[src/verilog/keyvault_defines.svh]
`ifndef KEYVAULT_DEFINES_SVH
`define KEYVAULT_DEFINES_SVH

// sizing of the key-unwrap vault, shared by every RTL stage

// width of modulus, exponent, digest and wrapped keys
`define KV_WORD_W 32

// bundle words, sent as modulus, exponent, digest
`define KV_BUNDLE_WORDS 3

// keystrokes folded into the digest, later ones are dropped
`define KV_PASS_MAX 16

// left-rotate applied to the digest before each char is xored in
`define KV_DIGEST_ROT 5

`endif

[src/verilog/keyvault_pkg.sv]
package keyvault_pkg;

	// order in which bundle words arrive
	typedef enum logic [1:0] {
		SLOT_MODULUS,
		SLOT_EXPONENT,
		SLOT_DIGEST
	} bundle_slot_e;

	typedef enum logic [1:0] {
		LD_IDLE, // waiting for word_req
		LD_ACK_HIGH, // ack up, waiting for req to drop
		LD_LOADED // bundle complete, words still acked
	} loader_state_e;

	typedef enum logic [1:0] {
		GT_COLLECT, // folding keystrokes
		GT_COMPARE, // one cycle digest compare
		GT_OPEN // pass latched until reset
	} gate_state_e;

	typedef enum logic [2:0] {
		UW_WAIT_KEY,
		UW_DROP_ACK,
		UW_COMPUTE,
		UW_OFFER,
		UW_RETIRE
	} unwrap_state_e;

	typedef enum logic [1:0] {
		ME_IDLE,
		ME_SQUARE,
		ME_MULTIPLY,
		ME_FINISH
	} modexp_state_e;

endpackage

[src/verilog/key_bundle_loader.sv]
`timescale 1ns/100ps
`include "keyvault_defines.svh"

module key_bundle_loader (
	input  logic                  clk,
	input  logic                  rst,
	input  logic                  word_req_i,
	input  logic [`KV_WORD_W-1:0] word_data_i,
	output logic                  word_ack_o,
	output logic [`KV_WORD_W-1:0] modulus_o,
	output logic [`KV_WORD_W-1:0] exponent_o,
	output logic [`KV_WORD_W-1:0] digest_o,
	output logic                  bundle_loaded_o
);
	keyvault_pkg::loader_state_e state_q;
	keyvault_pkg::bundle_slot_e  slot_q; // slot of the next word
	logic                        last_slot; // next word completes the bundle
	logic                        store_word; // word accepted this cycle

	assign last_slot = (slot_q == keyvault_pkg::bundle_slot_e'(`KV_BUNDLE_WORDS - 1));
	assign store_word = (state_q == keyvault_pkg::LD_IDLE) && word_req_i; // only before loaded

	always_ff @(posedge clk) begin
		if (rst) begin
			state_q <= keyvault_pkg::LD_IDLE;
			slot_q <= keyvault_pkg::SLOT_MODULUS;
			word_ack_o <= 1'b0;
			bundle_loaded_o <= 1'b0;
		end else begin
			case (state_q)
				keyvault_pkg::LD_IDLE: begin
					if (word_req_i) begin
						word_ack_o <= 1'b1; // ack the cycle after req seen
						state_q <= keyvault_pkg::LD_ACK_HIGH;
						if (last_slot) begin
							bundle_loaded_o <= 1'b1; // sticky until reset
						end else begin
							slot_q <= keyvault_pkg::bundle_slot_e'(slot_q + 2'd1);
						end
					end
				end
				keyvault_pkg::LD_ACK_HIGH: begin
					if (!word_req_i) begin
						word_ack_o <= 1'b0; // phase 4
						state_q <= bundle_loaded_o ? keyvault_pkg::LD_LOADED
							: keyvault_pkg::LD_IDLE;
					end
				end
				keyvault_pkg::LD_LOADED: begin
					if (word_req_i) begin
						word_ack_o <= 1'b1; // extra words acked, data dropped
						state_q <= keyvault_pkg::LD_ACK_HIGH;
					end
				end
				default: state_q <= keyvault_pkg::LD_IDLE;
			endcase
		end
	end

	// steer the word into its bundle register
	always_ff @(posedge clk) begin
		if (store_word) begin
			case (slot_q)
				keyvault_pkg::SLOT_MODULUS: modulus_o <= word_data_i;
				keyvault_pkg::SLOT_EXPONENT: exponent_o <= word_data_i;
				keyvault_pkg::SLOT_DIGEST: digest_o <= word_data_i;
				default: ;
			endcase
		end
	end

	// ack only comes up after req was seen high
	a_ack_needs_req: assert property (@(posedge clk) disable iff (rst)
		$rose(word_ack_o) |-> $past(word_req_i));

endmodule

[config.mk]
export PLATFORM = sky130hd
export DESIGN_NAME = key_bundle_loader
export DESIGN_NICKNAME = d
export VERILOG_FILES = /design/src/verilog/keyvault_pkg.sv /design/src/verilog/key_bundle_loader.sv
export VERILOG_INCLUDE_DIRS = /design/src /design/src/verilog
export SDC_FILE = /design/constraint.sdc
export NUM_CORES = 1
export LEC_CHECK = 0
export ABC_CLOCK_PERIOD_IN_PS = 2300
export BUFFER_PORTS_ARGS = -buffer_cell sky130_fd_sc_hd__buf_2
export CAP_MARGIN = 0
export CORE_MARGIN = 3
export CORE_UTILIZATION = 45
export CTS_CLUSTER_SIZE = 25
export DETAILED_ROUTE_END_ITERATION = 6
export GPL_ROUTABILITY_DRIVEN = 1
export PLACE_DENSITY = 0.74
export RECOVER_POWER = 50
export SYNTH_ARGS = -nofsm -noshare
export SYNTH_HDL_FRONTEND = slang
export SYNTH_SLANG_ARGS = --single-unit
[constraint.sdc]
create_clock -name clk -period 2.3 [get_ports clk]
set_clock_uncertainty 0.05 [all_clocks]
set_input_delay 0.115 -clock clk [delete_from_list [all_inputs] [get_ports clk]]
set_output_delay 0.115 -clock clk [all_outputs]
set_load 0.005 [all_outputs]
* Word level (Yosys, flattened, before mapping)
Index checks and enable logic that the tools add are counted.
** Word-level totals
- Flip-flop bits (word level) :: 102
- Bits in latches :: 0
- Memory bits (writable) :: 0
- Bits in read-only memories :: 0
- Input port bits :: 35
- Output and inout bits :: 98
- Word-level logic and storage cells :: 34
- Memories :: 0
** Cells by class
- Add/sub/neg operators :: 1
- Multipliers :: 0
- Div/mod/pow operators :: 0
- Order comparisons :: 0
- Eq/ne operators :: 6
- Shift operators :: 0
- Multiplexer cells :: 7
- Bitwise logic cells :: 1
- Reductions and logical operators :: 12
** Operators with widths (number)
- $reduce_and A3 Y1 :: 3
- $reduce_and A2 Y1 :: 4
- $mux W2 :: 3
- $eq A2 B1 Y1 const B :: 2
- $eq A2 B2 Y1 const B :: 2
- $logic_not A2 Y1 :: 2
- $pmux W2 S2 :: 1
- $add A2 B1 Y2 const B :: 1
- $mux W1 :: 2
- $ne A2 B1 Y1 const B :: 1
- $ne A2 B2 Y1 const B :: 1
- $pmux W1 S2 :: 1
- $reduce_bool A2 Y1 :: 1
- $reduce_or A2 Y1 :: 1
- $logic_and A1 B1 Y1 :: 1
- $not A1 Y1 :: 1

* Depth between registers and ports, before layout
- Depth in word-level cells :: 4
- Depth in mapped cells :: 4
- Mapped depth without buffers :: 4

* Worst setup path before layout
Ideal clock, no wire load.
- Path type :: flip-flop to flip-flop
- From :: register state_q[1]
- To :: register exponent_o[0] (enable)
- Library setup time :: 392 ps
- Data arrival time :: 1400 ps
- Required time :: 1858 ps
- Slack :: 458 ps
- Cell stages (with the launch flop) :: 3
- Path buffers :: 0
- Period minus slack after synthesis :: 1842 ps
- Path through :: dfxtp_1 nor3b_1 and2_1
** On the way
- Cells in the longest elaborated chain, start to end :: 3
** Ends and longest elaborated chain
- from (decl) :: RTL line key_bundle_loader.sv:15 : keyvault_pkg::loader_state_e state_q;
- from (signal assigned) :: RTL line key_bundle_loader.sv:25 : state_q <= keyvault_pkg::LD_IDLE;
- from (signal assigned) :: RTL line key_bundle_loader.sv:34 : state_q <= keyvault_pkg::LD_ACK_HIGH;
- from (signal assigned) :: RTL line key_bundle_loader.sv:45 : state_q <= bundle_loaded_o ? keyvault_pkg::LD_LOADED
- $logic_not A2 Y1 :: RTL line key_bundle_loader.sv:21 : assign store_word = (state_q == keyvault_pkg::LD_IDLE) && word_req_i;
- $logic_and A1 B1 Y1 :: RTL line key_bundle_loader.sv:21
- $reduce_and A2 Y1 (no source line)
- to (signal assigned) :: RTL line key_bundle_loader.sv:65 : keyvault_pkg::SLOT_EXPONENT: exponent_o <= word_data_i;
- to (decl) :: RTL line key_bundle_loader.sv:11 : output logic [`KV_WORD_W-1:0] exponent_o,
No other way between the ends.
A chain may end at the register's enable or synchronous reset.

* Final worst setup path
- From :: input word_req_i
- To :: register modulus_o[31] (enable)
** On the way
- Cells in the longest elaborated chain, start to end :: 2
** Ends and longest elaborated chain
- from (decl) :: RTL line key_bundle_loader.sv:7 : input logic word_req_i,
- $logic_and A1 B1 Y1 :: RTL line key_bundle_loader.sv:21
- $reduce_and A2 Y1 (no source line)
- to (signal assigned) :: RTL line key_bundle_loader.sv:64 : keyvault_pkg::SLOT_MODULUS: modulus_o <= word_data_i;
- to (decl) :: RTL line key_bundle_loader.sv:10 : output logic [`KV_WORD_W-1:0] modulus_o,
No other way between the ends.

==> out/results.ini <==
[synth]
synth_area_leaders=edfxtp_1 (90%), dfxtp_1 (3.7%), ha_1 (1.2%)
ys_seq_elements=102
yosysSeqAreaShare=0.9335
synth_area_um2=3217
yosys.area.top_type=edfxtp_1
synth_cell_type_count=16
yosysWarnings=0
syn_nets=168
avgSynthCellArea_um2=24.74
synth.top_cell.area_share=0.8961
syn_inst=130

[clocking]
path_clk_slew_ns=0.09
cts_sinks=102
h-tree-depth=3
tritoncts=built
ctsResizeCount=0
cts_buffers=9
cts_root_buffer=clkbuf_8
clockBufferDepth=2
clkLatencyLatePin_ns=0.35

[job]
cap_violations=0

[sta]
fin_crit_sh=0.7555
relSlewSlack=0.7058
finalSetupViolations=0
fin_setup_tns_ns=0
slew_violations=0
hold_viol=0
rsz0062_at_grt=no
worstMarginPinSlew_ns=0.4413
setup_ws_ns=0.5623
timing.fmax_mhz=575.5
whs_ns=0.4209
fin_crit_ns=1.738

[worst_setup_path]
worstSetupEndpoint=modulus_o[31]$_DFFE_PP_
r2r_start=slot_q[0]$_SDFFE_PP0P_
cp.arrival_ns=1.69
worstSetupPathType=in -> reg
end_kind=register
required_ns=2.25
reg2regPathDepth=5
rrSetupSlack_ns=0.63
worstPathMaxFanout=32
startpoint_type=primary input
startpoint=word_req_i
r2r_end=digest_o[11]$_DFFE_PP_

[finish]
final_cell_mix=edfxtp_1 (96), buf_2 (75), clkbuf_1 (58), dlygate4sd3_1 (35), clkbuf_8 (9)
nets=349
final_cell_area_um2=4479
diodes=0
multi_input_area_um2=191.4
post-route-util=0.6521
nFillCells=494
regArea_um2=3003
layout_commonest_cell=edfxtp_1
area_delta_synth_final_pct=39.25
drive_above_1_share=0.2975

[pwr]
p_per_area_nw_per_um2=756.2
p_leak_nw=1.632
irDropWorstVdd_uv=301.8

[run_status]
status=finished clean

[floorplan]
initial_core_util=0.4683
fp-row-count=30
die_w_um=90.55
dieArea_um2=8199
core_area_um2=6869
io_pins=133
dieHeight_um=90.55

[placed_design]
dpl_cell_area_um2=4020
gp_congestion=0.7366
port_buffers=132
place_ws_ns=0.6196

[drt]
first_pass_iters=4
avgViaCountPerCell=4.425
drc=0
postRouteAntennaNets=0
via_count=1823
finalWirelength_um=6353
wire_per_inst_um=15.42
drtIter0Drc=73

[grt]
grt_overflow=0
grt_first_pass_wirelength_um=9735
grt_max_degree=33
grt_pass1_vias=1857
grt_use_total=0.1594
antenna_found_initial=0

[min_path]
hp-class=reg -> reg

## logic make-up after synthesis
logic type,after synthesis,synth area share
flops,102,0.9335
simple gates,13,0.03267
buf+inv,6,0.007001
compound gates,4,0.008555
fa+ha+maj,3,0.01167
mux,2,0.006612
## power breakdown
group | switching, mW | internal [mW] | leakage (nW)
registers | 0.0254 | 2.13 | 0.931
logic | 0.126 | 0.110 | 0.616
clock network | 0.587 | 0.410 | 0.0854
total | 0.739 | 2.65 | 1.63
## timing repair
action | in CTS | in global routing
endpoints found under the hold margin | 100 | 0
hold buffers | 35 | 0
setup buffers | 0 | 0
## registers in the layout (all words and copies together), names as in the netlist
signal and count:
modulus_o 32, slot_q 2, exponent_o 32, state_q 2
digest_o 32, word_ack_o 1, bundle_loaded_o 1
## critical path, cell delays in order
cell and delay (ns):
dlygate4sd3_1 0.52, clkbuf_1 0.24, nor3b_1 0.25, and2_1 0.15, buf_4 0.38
## metal layers
layer	wire length, µm	vias up	track usage
met3	456	6	0.04833
met1	2494	854	0.1774
met5	0	-	0
met2	3333	92	0.2736
met4	70	0	0.08546
li1	-	871	-
## layout make-up
cell class                      count  share of cell area
Clock buffer                       10             0.02849
Clock inverter                      6             0.01173
Inverter                            6            0.005028
Multi-Input combinational cell     22             0.04274
Sequential cell                   102              0.6704
Tap cell                           96             0.02682
Timing Repair Buffer              170              0.2148
## synth_stat cells
| library cell | instances |
|---|---|
| a211oi_1 | 3 |
| a21oi_1 | 1 |
| and2_1 | 2 |
| dfxtp_1 | 6 |
| edfxtp_1 | 96 |
| ha_1 | 3 |
| inv_1 | 6 |
| mux2_1 | 1 |
| mux2i_1 | 1 |
| nand2b_1 | 4 |
| nand3b_1 | 1 |
| nand4bb_1 | 1 |
| nor2_1 | 1 |
| nor2b_1 | 1 |
| nor3b_1 | 2 |
| nor4b_4 | 1 |
## worst min path at each step
| stage | startpoint | end | slack, ns | cells after the start |
|---|---|---|---|---|
| after detailed placement | word_data_i[1] | modulus_o[1]$_DFFE_PP_ | 0.27 | 1 |
| after floorplan | rst | bundle_loaded_o$_SDFFE_PP0P_ | 0.13 | 1 |
| after global routing | word_ack_o$_SDFFE_PP0P_ | word_ack_o$_SDFFE_PP0P_ | 0.45 | 2 |
| after CTS | word_data_i[5] | exponent_o[5]$_DFFE_PP_ | 0.42 | 2 |
| after global placement | word_data_i[9] | exponent_o[9]$_DFFE_PP_ | 0.27 | 1 |
| final | word_ack_o$_SDFFE_PP0P_ | word_ack_o$_SDFFE_PP0P_ | 0.42 | 2 |
## metrics by stage
step	power, mW	std cells
6_report	3.387	412
2_1_floorplan	2.260	130
3_3_place_gp	2.395	361
4_1_cts	3.440	412
3_5_place_dp	2.402	361
5_1_grt	3.533	412
(Power assumes the default switching activity.)
