==> config.mk <==
export PLATFORM = sky130hd
export DESIGN_NAME = passphrase_gate
export DESIGN_NICKNAME = d
export VERILOG_FILES = /design/src/verilog/keyvault_pkg.sv /design/src/verilog/passphrase_gate.sv
export VERILOG_INCLUDE_DIRS = /design/src /design/src/verilog
export SDC_FILE = /design/constraint.sdc
export NUM_CORES = 1
export LEC_CHECK = 0
export BUFFER_PORTS_ARGS = -buffer_cell sky130_fd_sc_hd__buf_2
export CAP_MARGIN = 20
export CORE_ASPECT_RATIO = 0.6
export CORE_MARGIN = 2
export CORE_UTILIZATION = 45
export DETAILED_ROUTE_END_ITERATION = 8
export GPL_ROUTABILITY_DRIVEN = 0
export PLACE_DENSITY_LB_ADDON = 0.05
export SLEW_MARGIN = 20
export SYNTH_ARGS = -nofsm -noshare
export SYNTH_HDL_FRONTEND = slang
export SYNTH_SLANG_ARGS = --single-unit
==> constraint.sdc <==
create_clock -name clk -period 3.3 [get_ports clk]
set_input_delay 0.66 -clock clk [delete_from_list [all_inputs] [get_ports clk]]
set_output_delay 0.66 -clock clk [all_outputs]
set_load 0.01 [all_outputs]
==> src/verilog/keyvault_defines.svh <==
`ifndef KEYVAULT_DEFINES_SVH
`define KEYVAULT_DEFINES_SVH

// sizing of the key-unwrap vault, shared by every RTL stage

// width of modulus, exponent, digest and wrapped keys
`define KV_WORD_W 32

// bundle words, sent as modulus, exponent, digest
`define KV_BUNDLE_WORDS 3

// keystrokes folded into the digest, later ones are dropped
`define KV_PASS_MAX 16

// left-rotate applied to the digest before each char is xored in
`define KV_DIGEST_ROT 5

`endif

==> src/verilog/keyvault_pkg.sv <==
package keyvault_pkg;

	// order in which bundle words arrive
	typedef enum logic [1:0] {
		SLOT_MODULUS,
		SLOT_EXPONENT,
		SLOT_DIGEST
	} bundle_slot_e;

	typedef enum logic [1:0] {
		LD_IDLE, // waiting for word_req
		LD_ACK_HIGH, // ack up, waiting for req to drop
		LD_LOADED // bundle complete, words still acked
	} loader_state_e;

	typedef enum logic [1:0] {
		GT_COLLECT, // folding keystrokes
		GT_COMPARE, // one cycle digest compare
		GT_OPEN // pass latched until reset
	} gate_state_e;

	typedef enum logic [2:0] {
		UW_WAIT_KEY,
		UW_DROP_ACK,
		UW_COMPUTE,
		UW_OFFER,
		UW_RETIRE
	} unwrap_state_e;

	typedef enum logic [1:0] {
		ME_IDLE,
		ME_SQUARE,
		ME_MULTIPLY,
		ME_FINISH
	} modexp_state_e;

endpackage

==> src/verilog/passphrase_gate.sv <==
`timescale 1ns/100ps
`include "keyvault_defines.svh"

module passphrase_gate (
	input  logic                  clk,
	input  logic                  rst,
	input  logic                  bundle_loaded_i,
	input  logic [`KV_WORD_W-1:0] stored_digest_i,
	input  logic                  key_valid_i,
	input  logic [7:0]            key_char_i,
	input  logic                  key_enter_i,
	input  logic                  key_clear_i,
	output logic                  vault_open_o,
	output logic                  led_pass_o,
	output logic                  led_fail_o
);
	localparam int W = `KV_WORD_W;
	localparam int ROT = `KV_DIGEST_ROT;
	localparam int CNT_W = $clog2(`KV_PASS_MAX + 1);

	keyvault_pkg::gate_state_e state_q;
	logic [W-1:0]     digest_q; // running fold
	logic [W-1:0]     digest_next; // fold with the current char
	logic [CNT_W-1:0] count_q; // keystrokes folded so far
	logic             room; // below the length limit

	// rotate left then xor the zero-extended char
	assign digest_next = {digest_q[W-ROT-1:0], digest_q[W-1:W-ROT]}
		^ {{(W-8){1'b0}}, key_char_i};
	assign room = (count_q < CNT_W'(`KV_PASS_MAX));
	assign vault_open_o = (state_q == keyvault_pkg::GT_OPEN);

	always_ff @(posedge clk) begin
		if (rst) begin
			state_q <= keyvault_pkg::GT_COLLECT;
			digest_q <= '0;
			count_q <= '0;
			led_pass_o <= 1'b0;
			led_fail_o <= 1'b0;
		end else begin
			case (state_q)
				keyvault_pkg::GT_COLLECT: begin
					if (key_clear_i) begin
						digest_q <= '0; // start the phrase over
						count_q <= '0;
						led_fail_o <= 1'b0;
					end else if (key_enter_i && bundle_loaded_i) begin
						state_q <= keyvault_pkg::GT_COMPARE;
					end else if (key_valid_i && bundle_loaded_i) begin
						led_fail_o <= 1'b0; // any keystroke clears a fail
						if (room) begin
							digest_q <= digest_next;
							count_q <= count_q + 1'b1;
						end
					end
				end
				keyvault_pkg::GT_COMPARE: begin
					if (digest_q == stored_digest_i) begin
						led_pass_o <= 1'b1;
						led_fail_o <= 1'b0;
						state_q <= keyvault_pkg::GT_OPEN;
					end else begin
						led_fail_o <= 1'b1;
						digest_q <= '0; // miss resets the fold
						count_q <= '0;
						state_q <= keyvault_pkg::GT_COLLECT;
					end
				end
				keyvault_pkg::GT_OPEN: ; // pass held until reset
				default: state_q <= keyvault_pkg::GT_COLLECT;
			endcase
		end
	end

	a_leds_exclusive: assert property (@(posedge clk) disable iff (rst)
		!(led_pass_o && led_fail_o));

endmodule
# After elaboration in Yosys (flattened, before gate mapping)
# Cells that the tools add are included.
[word_totals]
reg_bits = 41
input_bits = 46
wordCells = 47
[classes]
add_sub_neg = 1
order_cmp = 1
n_eq_ne = 9
muxes = 21
n_bitwise = 2
n_reduce_logical = 8
[op_table]
columns = ["operator", "n"]
rows = [
  ["32-bit 2-to-1 mux", 5],
  ["32-bit case mux with 2 select lines", 1],
  ["32-bit == test", 1],
  ["32-bit by 8-bit bitwise XOR with 32-bit output", 1],
  ["5-bit 2-to-1 mux", 5],
  ["5-bit case mux with 2 select lines", 1],
  ["3-bit != test (second input constant)", 3],
  ["2-bit 2-to-1 mux", 3],
  ["2-bit != test (second input constant)", 3],
  ["2-bit case mux with 3 select lines", 1],
  ["3-bit AND reduction", 2],
  ["5-bit by 1-bit adder with 5-bit output (second input constant)", 1],
  ["5-bit less-than comparator (second input constant)", 1],
  ["5-bit AND reduction", 1],
  ["1-bit 2-to-1 mux", 4],
  ["2-bit by 1-bit == test with 1-bit output (second input constant)", 1],
  ["2-bit == test (second input constant)", 1],
  ["1-bit logical AND", 2],
  ["2-bit zero test", 1],
  ["1-bit case mux with 2 select lines", 1],
  ["2-bit AND reduction", 1],
  ["2-bit nonzero test", 1],
  ["1-bit inverter", 1],
]

# Depth between registers and ports, before layout
# Gate-level depths: netlist of run 1.
[depth]
ltp_word = 6
mapped_depth = 7
depth_no_buf = 5

# Least setup slack after synthesis of run 1
# No wires, ideal clock.
[synth_timing]
kind = "input to register"
startpoint = "input port stored_digest_i[5]"
endpoint = "register digest_q[23]"
arrival_time_ps = 1820
slack_ps = 1399
path_stages = 7
n_path_buf = 2
path_cell_list = "xnor2_1 nand4_1 nor4_2 nand3_1 buf_4 buf_6 a211oi_2"
[synth_via]
elab_chain_cells = 3
[synth_rtl]
columns = ["item", "line_no", "source"]
rows = [
  ["from (decl)", "passphrase_gate.sv:8", "input logic [`KV_WORD_W-1:0] stored_digest_i,"],
  ["32-bit == test", "passphrase_gate.sv:58", "if (digest_q == stored_digest_i) begin"],
  ["2-bit != test (no line)", "n/a", ""],
  ["5-bit AND reduction (no line)", "n/a", ""],
  ["to (signal assigned)", "passphrase_gate.sv:52", "digest_q <= digest_next;"],
  ["to (decl)", "passphrase_gate.sv:22", "logic [W-1:0] digest_q;"],
]
# Every way passes these cells.
# A chain may end at the register's enable or synchronous reset.

# Worst setup path after layout of run 1
[layout_timing]
startpoint = "input port stored_digest_i[28]"
endpoint = "register digest_q[31]"
# Same word-level chain as after synthesis.

==> results of run 1 <==
==> worst max path at each step <==
stage                        startpoint                         to  slack (ps)  depth (start not counted)
finish              stored_digest_i[28]  digest_q[31]$_SDFFE_PP0P_        1180                          7
detailed placement  stored_digest_i[28]    count_q[0]$_SDFFE_PP0P_         920                          7
CTS                 stored_digest_i[28]  digest_q[31]$_SDFFE_PP0P_        1200                          7
global placement    stored_digest_i[28]    count_q[0]$_SDFFE_PP0P_         900                          7
floorplan            stored_digest_i[5]  digest_q[23]$_SDFFE_PP0P_        1400                          7
global route        stored_digest_i[28]    count_q[0]$_SDFFE_PP0P_        1000                          7
==> per-layer routing <==
| layer | GRT usage, % | vias to the layer above | wire length, um |
|---|---|---|---|
| li1 | - | 1015 | - |
| met1 | 34.47 | 899 | 3037 |
| met2 | 30.37 | 50 | 2246 |
| met3 | 4.835 | 7 | 368 |
| met4 | 5.714 | 0 | 62 |
| met5 | 0 | - | 0 |
==> power by group <==
group / total [W] / switching, W / internal [W]
registers: 0.000498 / 0.00000175 / 0.000496
clock network: 0.000482 / 0.000181 / 0.000301
logic: 0.000119 / 0.0000645 / 0.0000541
==> worst register-to-register path, delay by kind of cell (launching register included) <==
kind | cells | cell delay [ps]
buffers and inverters | 1 | 250
and+or+nand+nor | 3 | 800
AOI/OAI and AO/OA | 1 | 260
DFF | 1 | 360
xor gates and xnor gates | 1 | 290
==> registers in the layout (all words and copies together) (netlist names) <==
signal      flops
count_q         5
digest_q       32
led_fail_o      1
led_pass_o      1
state_q         2
==> per-stage QoR <==
| stage | utilization (%) | worst slack (ps) | total power [W] | instance area (um2) |
|---|---|---|---|---|
| 3_3_place_gp | 53.56 | 900.0 | 0.0006269 | 2521 |
| 4_1_cts | 56.41 | 1198 | 0.001110 | 2655 |
| 6_report | 56.41 | 1177 | 0.001098 | 2655 |
| 5_1_grt | 56.41 | 995.5 | 0.001141 | 2655 |
| 3_5_place_dp | 53.56 | 915.6 | 0.0006278 | 2521 |
| 2_1_floorplan | - | 1399 | 0.0005828 | 2268 |
==> area by class of cell <==
class	instances	area, um2	share of cell area [%]
well taps	63	78.83	2.969
inverters	2	7.507	0.2828
repair buffers	53	277.8	10.46
clock inverters	3	65.06	2.451
clock buffers	5	68.82	2.592
multi-input cells	196	1336	50.33
flip-flops and latches	41	820.8	30.91
==> kinds of logic after synthesis <==
group | share of synthesized area (%)
AOI/OAI and AO/OA | 30.39
xor gates and xnor gates | 15.44
buffers and inverters | 4.909
adders and majority gates | 0.5515
DFF | 36.18
and+or+nand+nor | 12.52
==> placed cells by master, fill, tap and decap left out, types with 2 or more instances in the layout <==
cell type	n
sky130_fd_sc_hd__a21oi_1	63
sky130_fd_sc_hd__dfxtp_1	41
sky130_fd_sc_hd__nand2b_1	4
sky130_fd_sc_hd__buf_4	5
sky130_fd_sc_hd__o21bai_1	8
sky130_fd_sc_hd__nor3_1	4
sky130_fd_sc_hd__nand4_1	8
sky130_fd_sc_hd__nand2_1	2
sky130_fd_sc_hd__nor4_2	2
sky130_fd_sc_hd__a211oi_1	16
sky130_fd_sc_hd__bufinv_16	2
sky130_fd_sc_hd__a211oi_2	10
sky130_fd_sc_hd__nor2_1	19
sky130_fd_sc_hd__inv_1	2
sky130_fd_sc_hd__nor2b_1	3
sky130_fd_sc_hd__xnor2_1	40
sky130_fd_sc_hd__clkbuf_8	5
sky130_fd_sc_hd__buf_2	48
sky130_fd_sc_hd__o221ai_1	2
sky130_fd_sc_hd__nand3_1	3
==> flow_summary.yaml, run 1 <==
status:
  status: "complete, no violations"
clock_network:
  postCtsHoldBufs: 0
  cts_max_level: 2
  cts_repair_resize_count: 0
  clock-sinks: 41
  clock_insertion_delay_worst_skew_ps: 300
  cts-root-buf: "sky130_fd_sc_hd__clkbuf_8"
  path_clk_slew_ps: 80
  tritoncts: "done"
  cts.repair_timing.setup_buffer_count: 0
  cts_buffers: 5
  cts_buffer_depth: 2
routing:
  routed-via-count: 1971
  dr.first_iter.drc_count: 143
  drt-pass1-iter-count: 4
  wl_mm: 5.715
  detail_route.wl_per_cell_um: 15.74
  avgViaCountPerCell: 5.430
  remaining_drc_errors: 0
  ant_nets: 0
setup_path:
  setup.worst_path.end_class: "flip-flop"
  path_buf_inv: 2
  slowest_delay_ps: 470
  critical-path-top-delay-family: "simple AND/OR/NAND/NOR gates"
  worst_ep_arrival_time_ps: 2320
  crit_slowest_cell: "sky130_fd_sc_hd__nor4_2"
  rrSetupSlack_ps: 1250
  critical_path_peak_fanout: 18
  r2r.worst_path.cells: 6
  worstPathRequired_ps: 3500
  worst-setup-path-type: "in -> reg"
  reg2reg_to: "digest_q[31]$_SDFFE_PP0P_"
  worstSetupStartpointType: "primary input"
  r2r-start: "digest_q[28]$_SDFFE_PP0P_"
  worstPathCellList: "buf_2 > xnor2_1 > nand4_1 > nor4_2 > nand3_1 > buf_4 > a211oi_1"
sta:
  finalSetupViolCount: 0
  drv_slew: 0
  hold_viol_final: 0
  hold-worst-slack_ps: 445.9
  period_needed_ps: 2123
  fin_tns_setup_ps: 0
  timing.clock.skew_ps: 7.541
  max_freq_mhz: 471.0
  slew_headroom_pct: 64.60
  worst_pin_slew_ps: 530.9
  timing.final.crit_share_pct: 64.33
  grt_setup_unrepaired: "no"
final_layout:
  post_route_cells_drive_above_1_share_pct: 25.67
  insertedDiodeCount: 0
  filler_cell_count: 457
  area_delta_synth_final_pct: 17.04
  finalNetCount: 346
  layoutNonFillerInstCount: 363
floorplan:
  floorplan.initialDensity_pct: 48.19
  num_io_pins: 49
  core.rowCount: 19
  core_region_area_um2: 4707
  die-area_um2: 5643
  dieHeight_um: 59.00
  die-width_um: 95.66
global_route:
  grt_pass1_vias: 1823
  grtUsageTotal_pct: 22.06
  number_of_antenna_violations_at_the_first_check_in_global_routing: 0
  grt_start_max_net_pins: 52
  globalRouteOverflowTotal: 0
  grt_pass1_wl_mm: 9.335
pwr:
  power_density_nw_per_um2: 413.7
  leakage_nw: 0.8972
  peakVddDrop_uv: 231.6
placed_design:
  numPlacedInstances: 355
  io_buffers: 48
  dp_hpwl_mm: 4.083
yosys:
  dominantRegCellSynth: "sky130_fd_sc_hd__dfxtp_1"
  post_synth_design_cell_area_um2: 2268
  avgSynthCellArea_um2: 8.861
  synth_fp_nets: 303
  ys_types: 32
  cell_with_the_most_instances_after_synthesis: "sky130_fd_sc_hd__a21oi_1"
  synth_seq_cells: 41
  post_synth_most_frequent_cells: "sky130_fd_sc_hd__a21oi_1 (63), sky130_fd_sc_hd__dfxtp_1 (41), sky130_fd_sc_hd__xnor2_1 (40), sky130_fd_sc_hd__nor2_1 (19), sky130_fd_sc_hd__a211oi_1 (16)"
  synth_top_area_cell: "sky130_fd_sc_hd__dfxtp_1"
  synth-edff-count: 0
  yosys-top-cells-area: "sky130_fd_sc_hd__dfxtp_1 (36%), sky130_fd_sc_hd__xnor2_1 (15%), sky130_fd_sc_hd__a21oi_1 (14%), sky130_fd_sc_hd__a211oi_2 (5.5%), sky130_fd_sc_hd__a211oi_1 (5.3%)"
  synth_seq_area_share_pct: 36.18
  synth_cells: 256
  synth_largest_type_area_fraction_pct: 36.18
  async_flop_share_pct: 0
  synth_warnings: 0
hold_path:
  hold_depth: 2
  min_from: "led_pass_o$_SDFFE_PP0P_"
  holdCritPathClass: "reg -> reg"
  min_to: "led_pass_o$_SDFFE_PP0P_"
run:
  timing.max_cap.violations: 0
(Power assumes the default switching activity.)
==> run 2, diff against run 1 <==
clock period = 1.87 ns   (was 3.3 ns; I/O delays follow)
==> flow_summary.yaml, run 2 (synthesis gave the netlist of run 1 again) <==
floorplan:
  die-area_um2: 5643
  core.rowCount: 19
  die-width_um: 95.66
  floorplan.initialDensity_pct: 48.19
  num_io_pins: 49
  core_region_area_um2: 4707
  dieHeight_um: 59.00
final_layout:
  post-route-util_pct: 60.23
  area_delta_synth_final_pct: 24.99
  layout_top_registers: "digest_q (32), count_q (5), state_q (2)"
  largest_register_ffs: 32
  layoutNonFillerInstCount: 382
  final_cell_mix: "sky130_fd_sc_hd__a21oi_1 (63), sky130_fd_sc_hd__buf_2 (48), sky130_fd_sc_hd__xnor2_1 (39), sky130_fd_sc_hd__dfxtp_1 (36), sky130_fd_sc_hd__buf_4 (21)"
  post_route_cells_drive_above_1_share_pct: 32.60
  final_common_cell: "sky130_fd_sc_hd__a21oi_1"
  insertedDiodeCount: 0
  largest-register: "digest_q"
  finalNetCount: 366
routing:
  ant_nets: 0
  drt-pass1-iter-count: 4
  detail_route.wl_per_cell_um: 15.70
  routed-via-count: 2060
  remaining_drc_errors: 0
  wl_mm: 5.996
  avgViaCountPerCell: 5.393
  dr.first_iter.drc_count: 119
hold_path:
  holdCritPathClass: "in -> reg"
setup_path:
  setup.worst_path.end_class: "flip-flop"
  critical-path-top-delay-family: "simple AND/OR/NAND/NOR gates"
  slowest_delay_ps: 350
  worstPathRequired_ps: 2080
  worst_ep_arrival_time_ps: 2040
  worstPathCellList: "xnor2_1 > nand4_1 > nor4_2 > nand3_1 > buf_12 > a211oi_1"
  worstSetupStartpointType: "flip-flop"
  crit_slowest_cell: "sky130_fd_sc_hd__nor4_2"
  path_buf_inv: 1
  critical_path_peak_fanout: 31
  worst-setup-path-type: "reg -> reg"
sta:
  timing.final.crit_share_pct: 98.16
  finalSetupViolCount: 0
  timing.clock.skew_ps: 10.05
  slew_headroom_pct: 68.46
  max_freq_mhz: 544.8
  grt_setup_unrepaired: "yes"
  drv_slew: 0
  period_needed_ps: 1836
  hold_viol_final: 0
  fin_worst_setup_slack_ps: 34.43
  worst_pin_slew_ps: 473.1
  hold-worst-slack_ps: 317.6
status:
  status: "complete, no violations"
global_route:
  grt_util_met2_pct: 31.27
  grt_pass1_wl_mm: 9.556
  global_route.usage.met3_pct: 3.817
  grtUsageTotal_pct: 22.63
  globalRouteOverflowTotal: 0
  globalRoute.busiestLayer: "met1"
  grt_pass1_vias: 1897
  number_of_antenna_violations_at_the_first_check_in_global_routing: 0
  gr-usage-met1_pct: 36.11
  grt_start_max_net_pins: 40
clock_network:
  postCtsHoldBufs: 0
  cts_buffer_depth: 2
  clock-sinks: 41
  cts.repair_timing.setup_buffer_count: 0
  path_clk_slew_ps: 80
  clock_insertion_delay_worst_skew_ps: 300
  cts_buffers: 5
  cts_max_level: 2
  cts-root-buf: "sky130_fd_sc_hd__clkbuf_8"
  tritoncts: "done"
pwr:
  leakage_nw: 1.010
  peakVddDrop_uv: 416.8
  power_density_nw_per_um2: 599.7
placed_design:
  numPlacedInstances: 375
  dp_hpwl_mm: 4.463
  io_buffers: 48
  pre_cts_ws_ps: -52.56
run:
  timing.max_cap.violations: 0
run 2: path summary, 6_finish.rpt:
check                                  from                         to  slack, ps  cells past startpoint
setup / recovery  digest_q[22]$_SDFFE_PP0P_  digest_q[12]$_SDFFE_PP0P_         30                      6
hold / removal              bundle_loaded_i    state_q[0]$_SDFFE_PP0P_        320                      3
setup reg to reg  digest_q[22]$_SDFFE_PP0P_  digest_q[12]$_SDFFE_PP0P_         30                      6
hold reg to reg     led_pass_o$_SDFFE_PP0P_    led_pass_o$_SDFFE_PP0P_        450                      2
run 2: worst reg2reg max path: stages, from the launching register on:
cell	delay [ps]
sky130_fd_sc_hd__dfxtp_1	340
sky130_fd_sc_hd__xnor2_1	220
sky130_fd_sc_hd__nand4_1	190
sky130_fd_sc_hd__nor4_2	350
sky130_fd_sc_hd__nand3_1	180
sky130_fd_sc_hd__buf_12	230
sky130_fd_sc_hd__a211oi_1	230
run 2: repair_timing:
item,4_1_cts,5_1_grt
setup endpoints to repair,0,16
gates resized for setup,0,9
hold endpoints to repair,0,0
run 2: final cells by class:
| type | instances | area [um2] |
|---|---|---|
| Sequential cell | 41 | 827.0 |
| Timing Repair Buffer | 73 | 478.0 |
| Inverter | 2 | 7.507 |
| Clock buffer | 7 | 86.33 |
| Tap cell | 63 | 78.83 |
| Multi-Input combinational cell | 196 | 1358 |
| Fill cell | 420 | 1872 |
run 2: per-layer routing:
metal / share of wire [%] / wire length [um]
met2: 41 / 2444
met5: 0 / 0
met4: 0.77 / 46
met1: 53 / 3187
met3: 5.3 / 318
run 2: report_power, final:
| part | switching [W] | internal, W |
|---|---|---|
| Sequential | 0.00000287 | 0.000875 |
| Clock | 0.000304 | 0.000293 |
| Combinational | 0.000118 | 0.000107 |
| Total | 0.000425 | 0.00128 |
run 2: stage by stage:
step | TNS (ps) | power [W] | instance area [um2]
finish | 0 | 0.001700 | 2835
global route | -7.223 | 0.001759 | 2835
CTS | 0 | 0.001697 | 2808
detailed placement | -340.7 | 0.001119 | 2721
global placement | -71.90 | 0.001118 | 2721
floorplan | 0 | 0.001029 | 2268
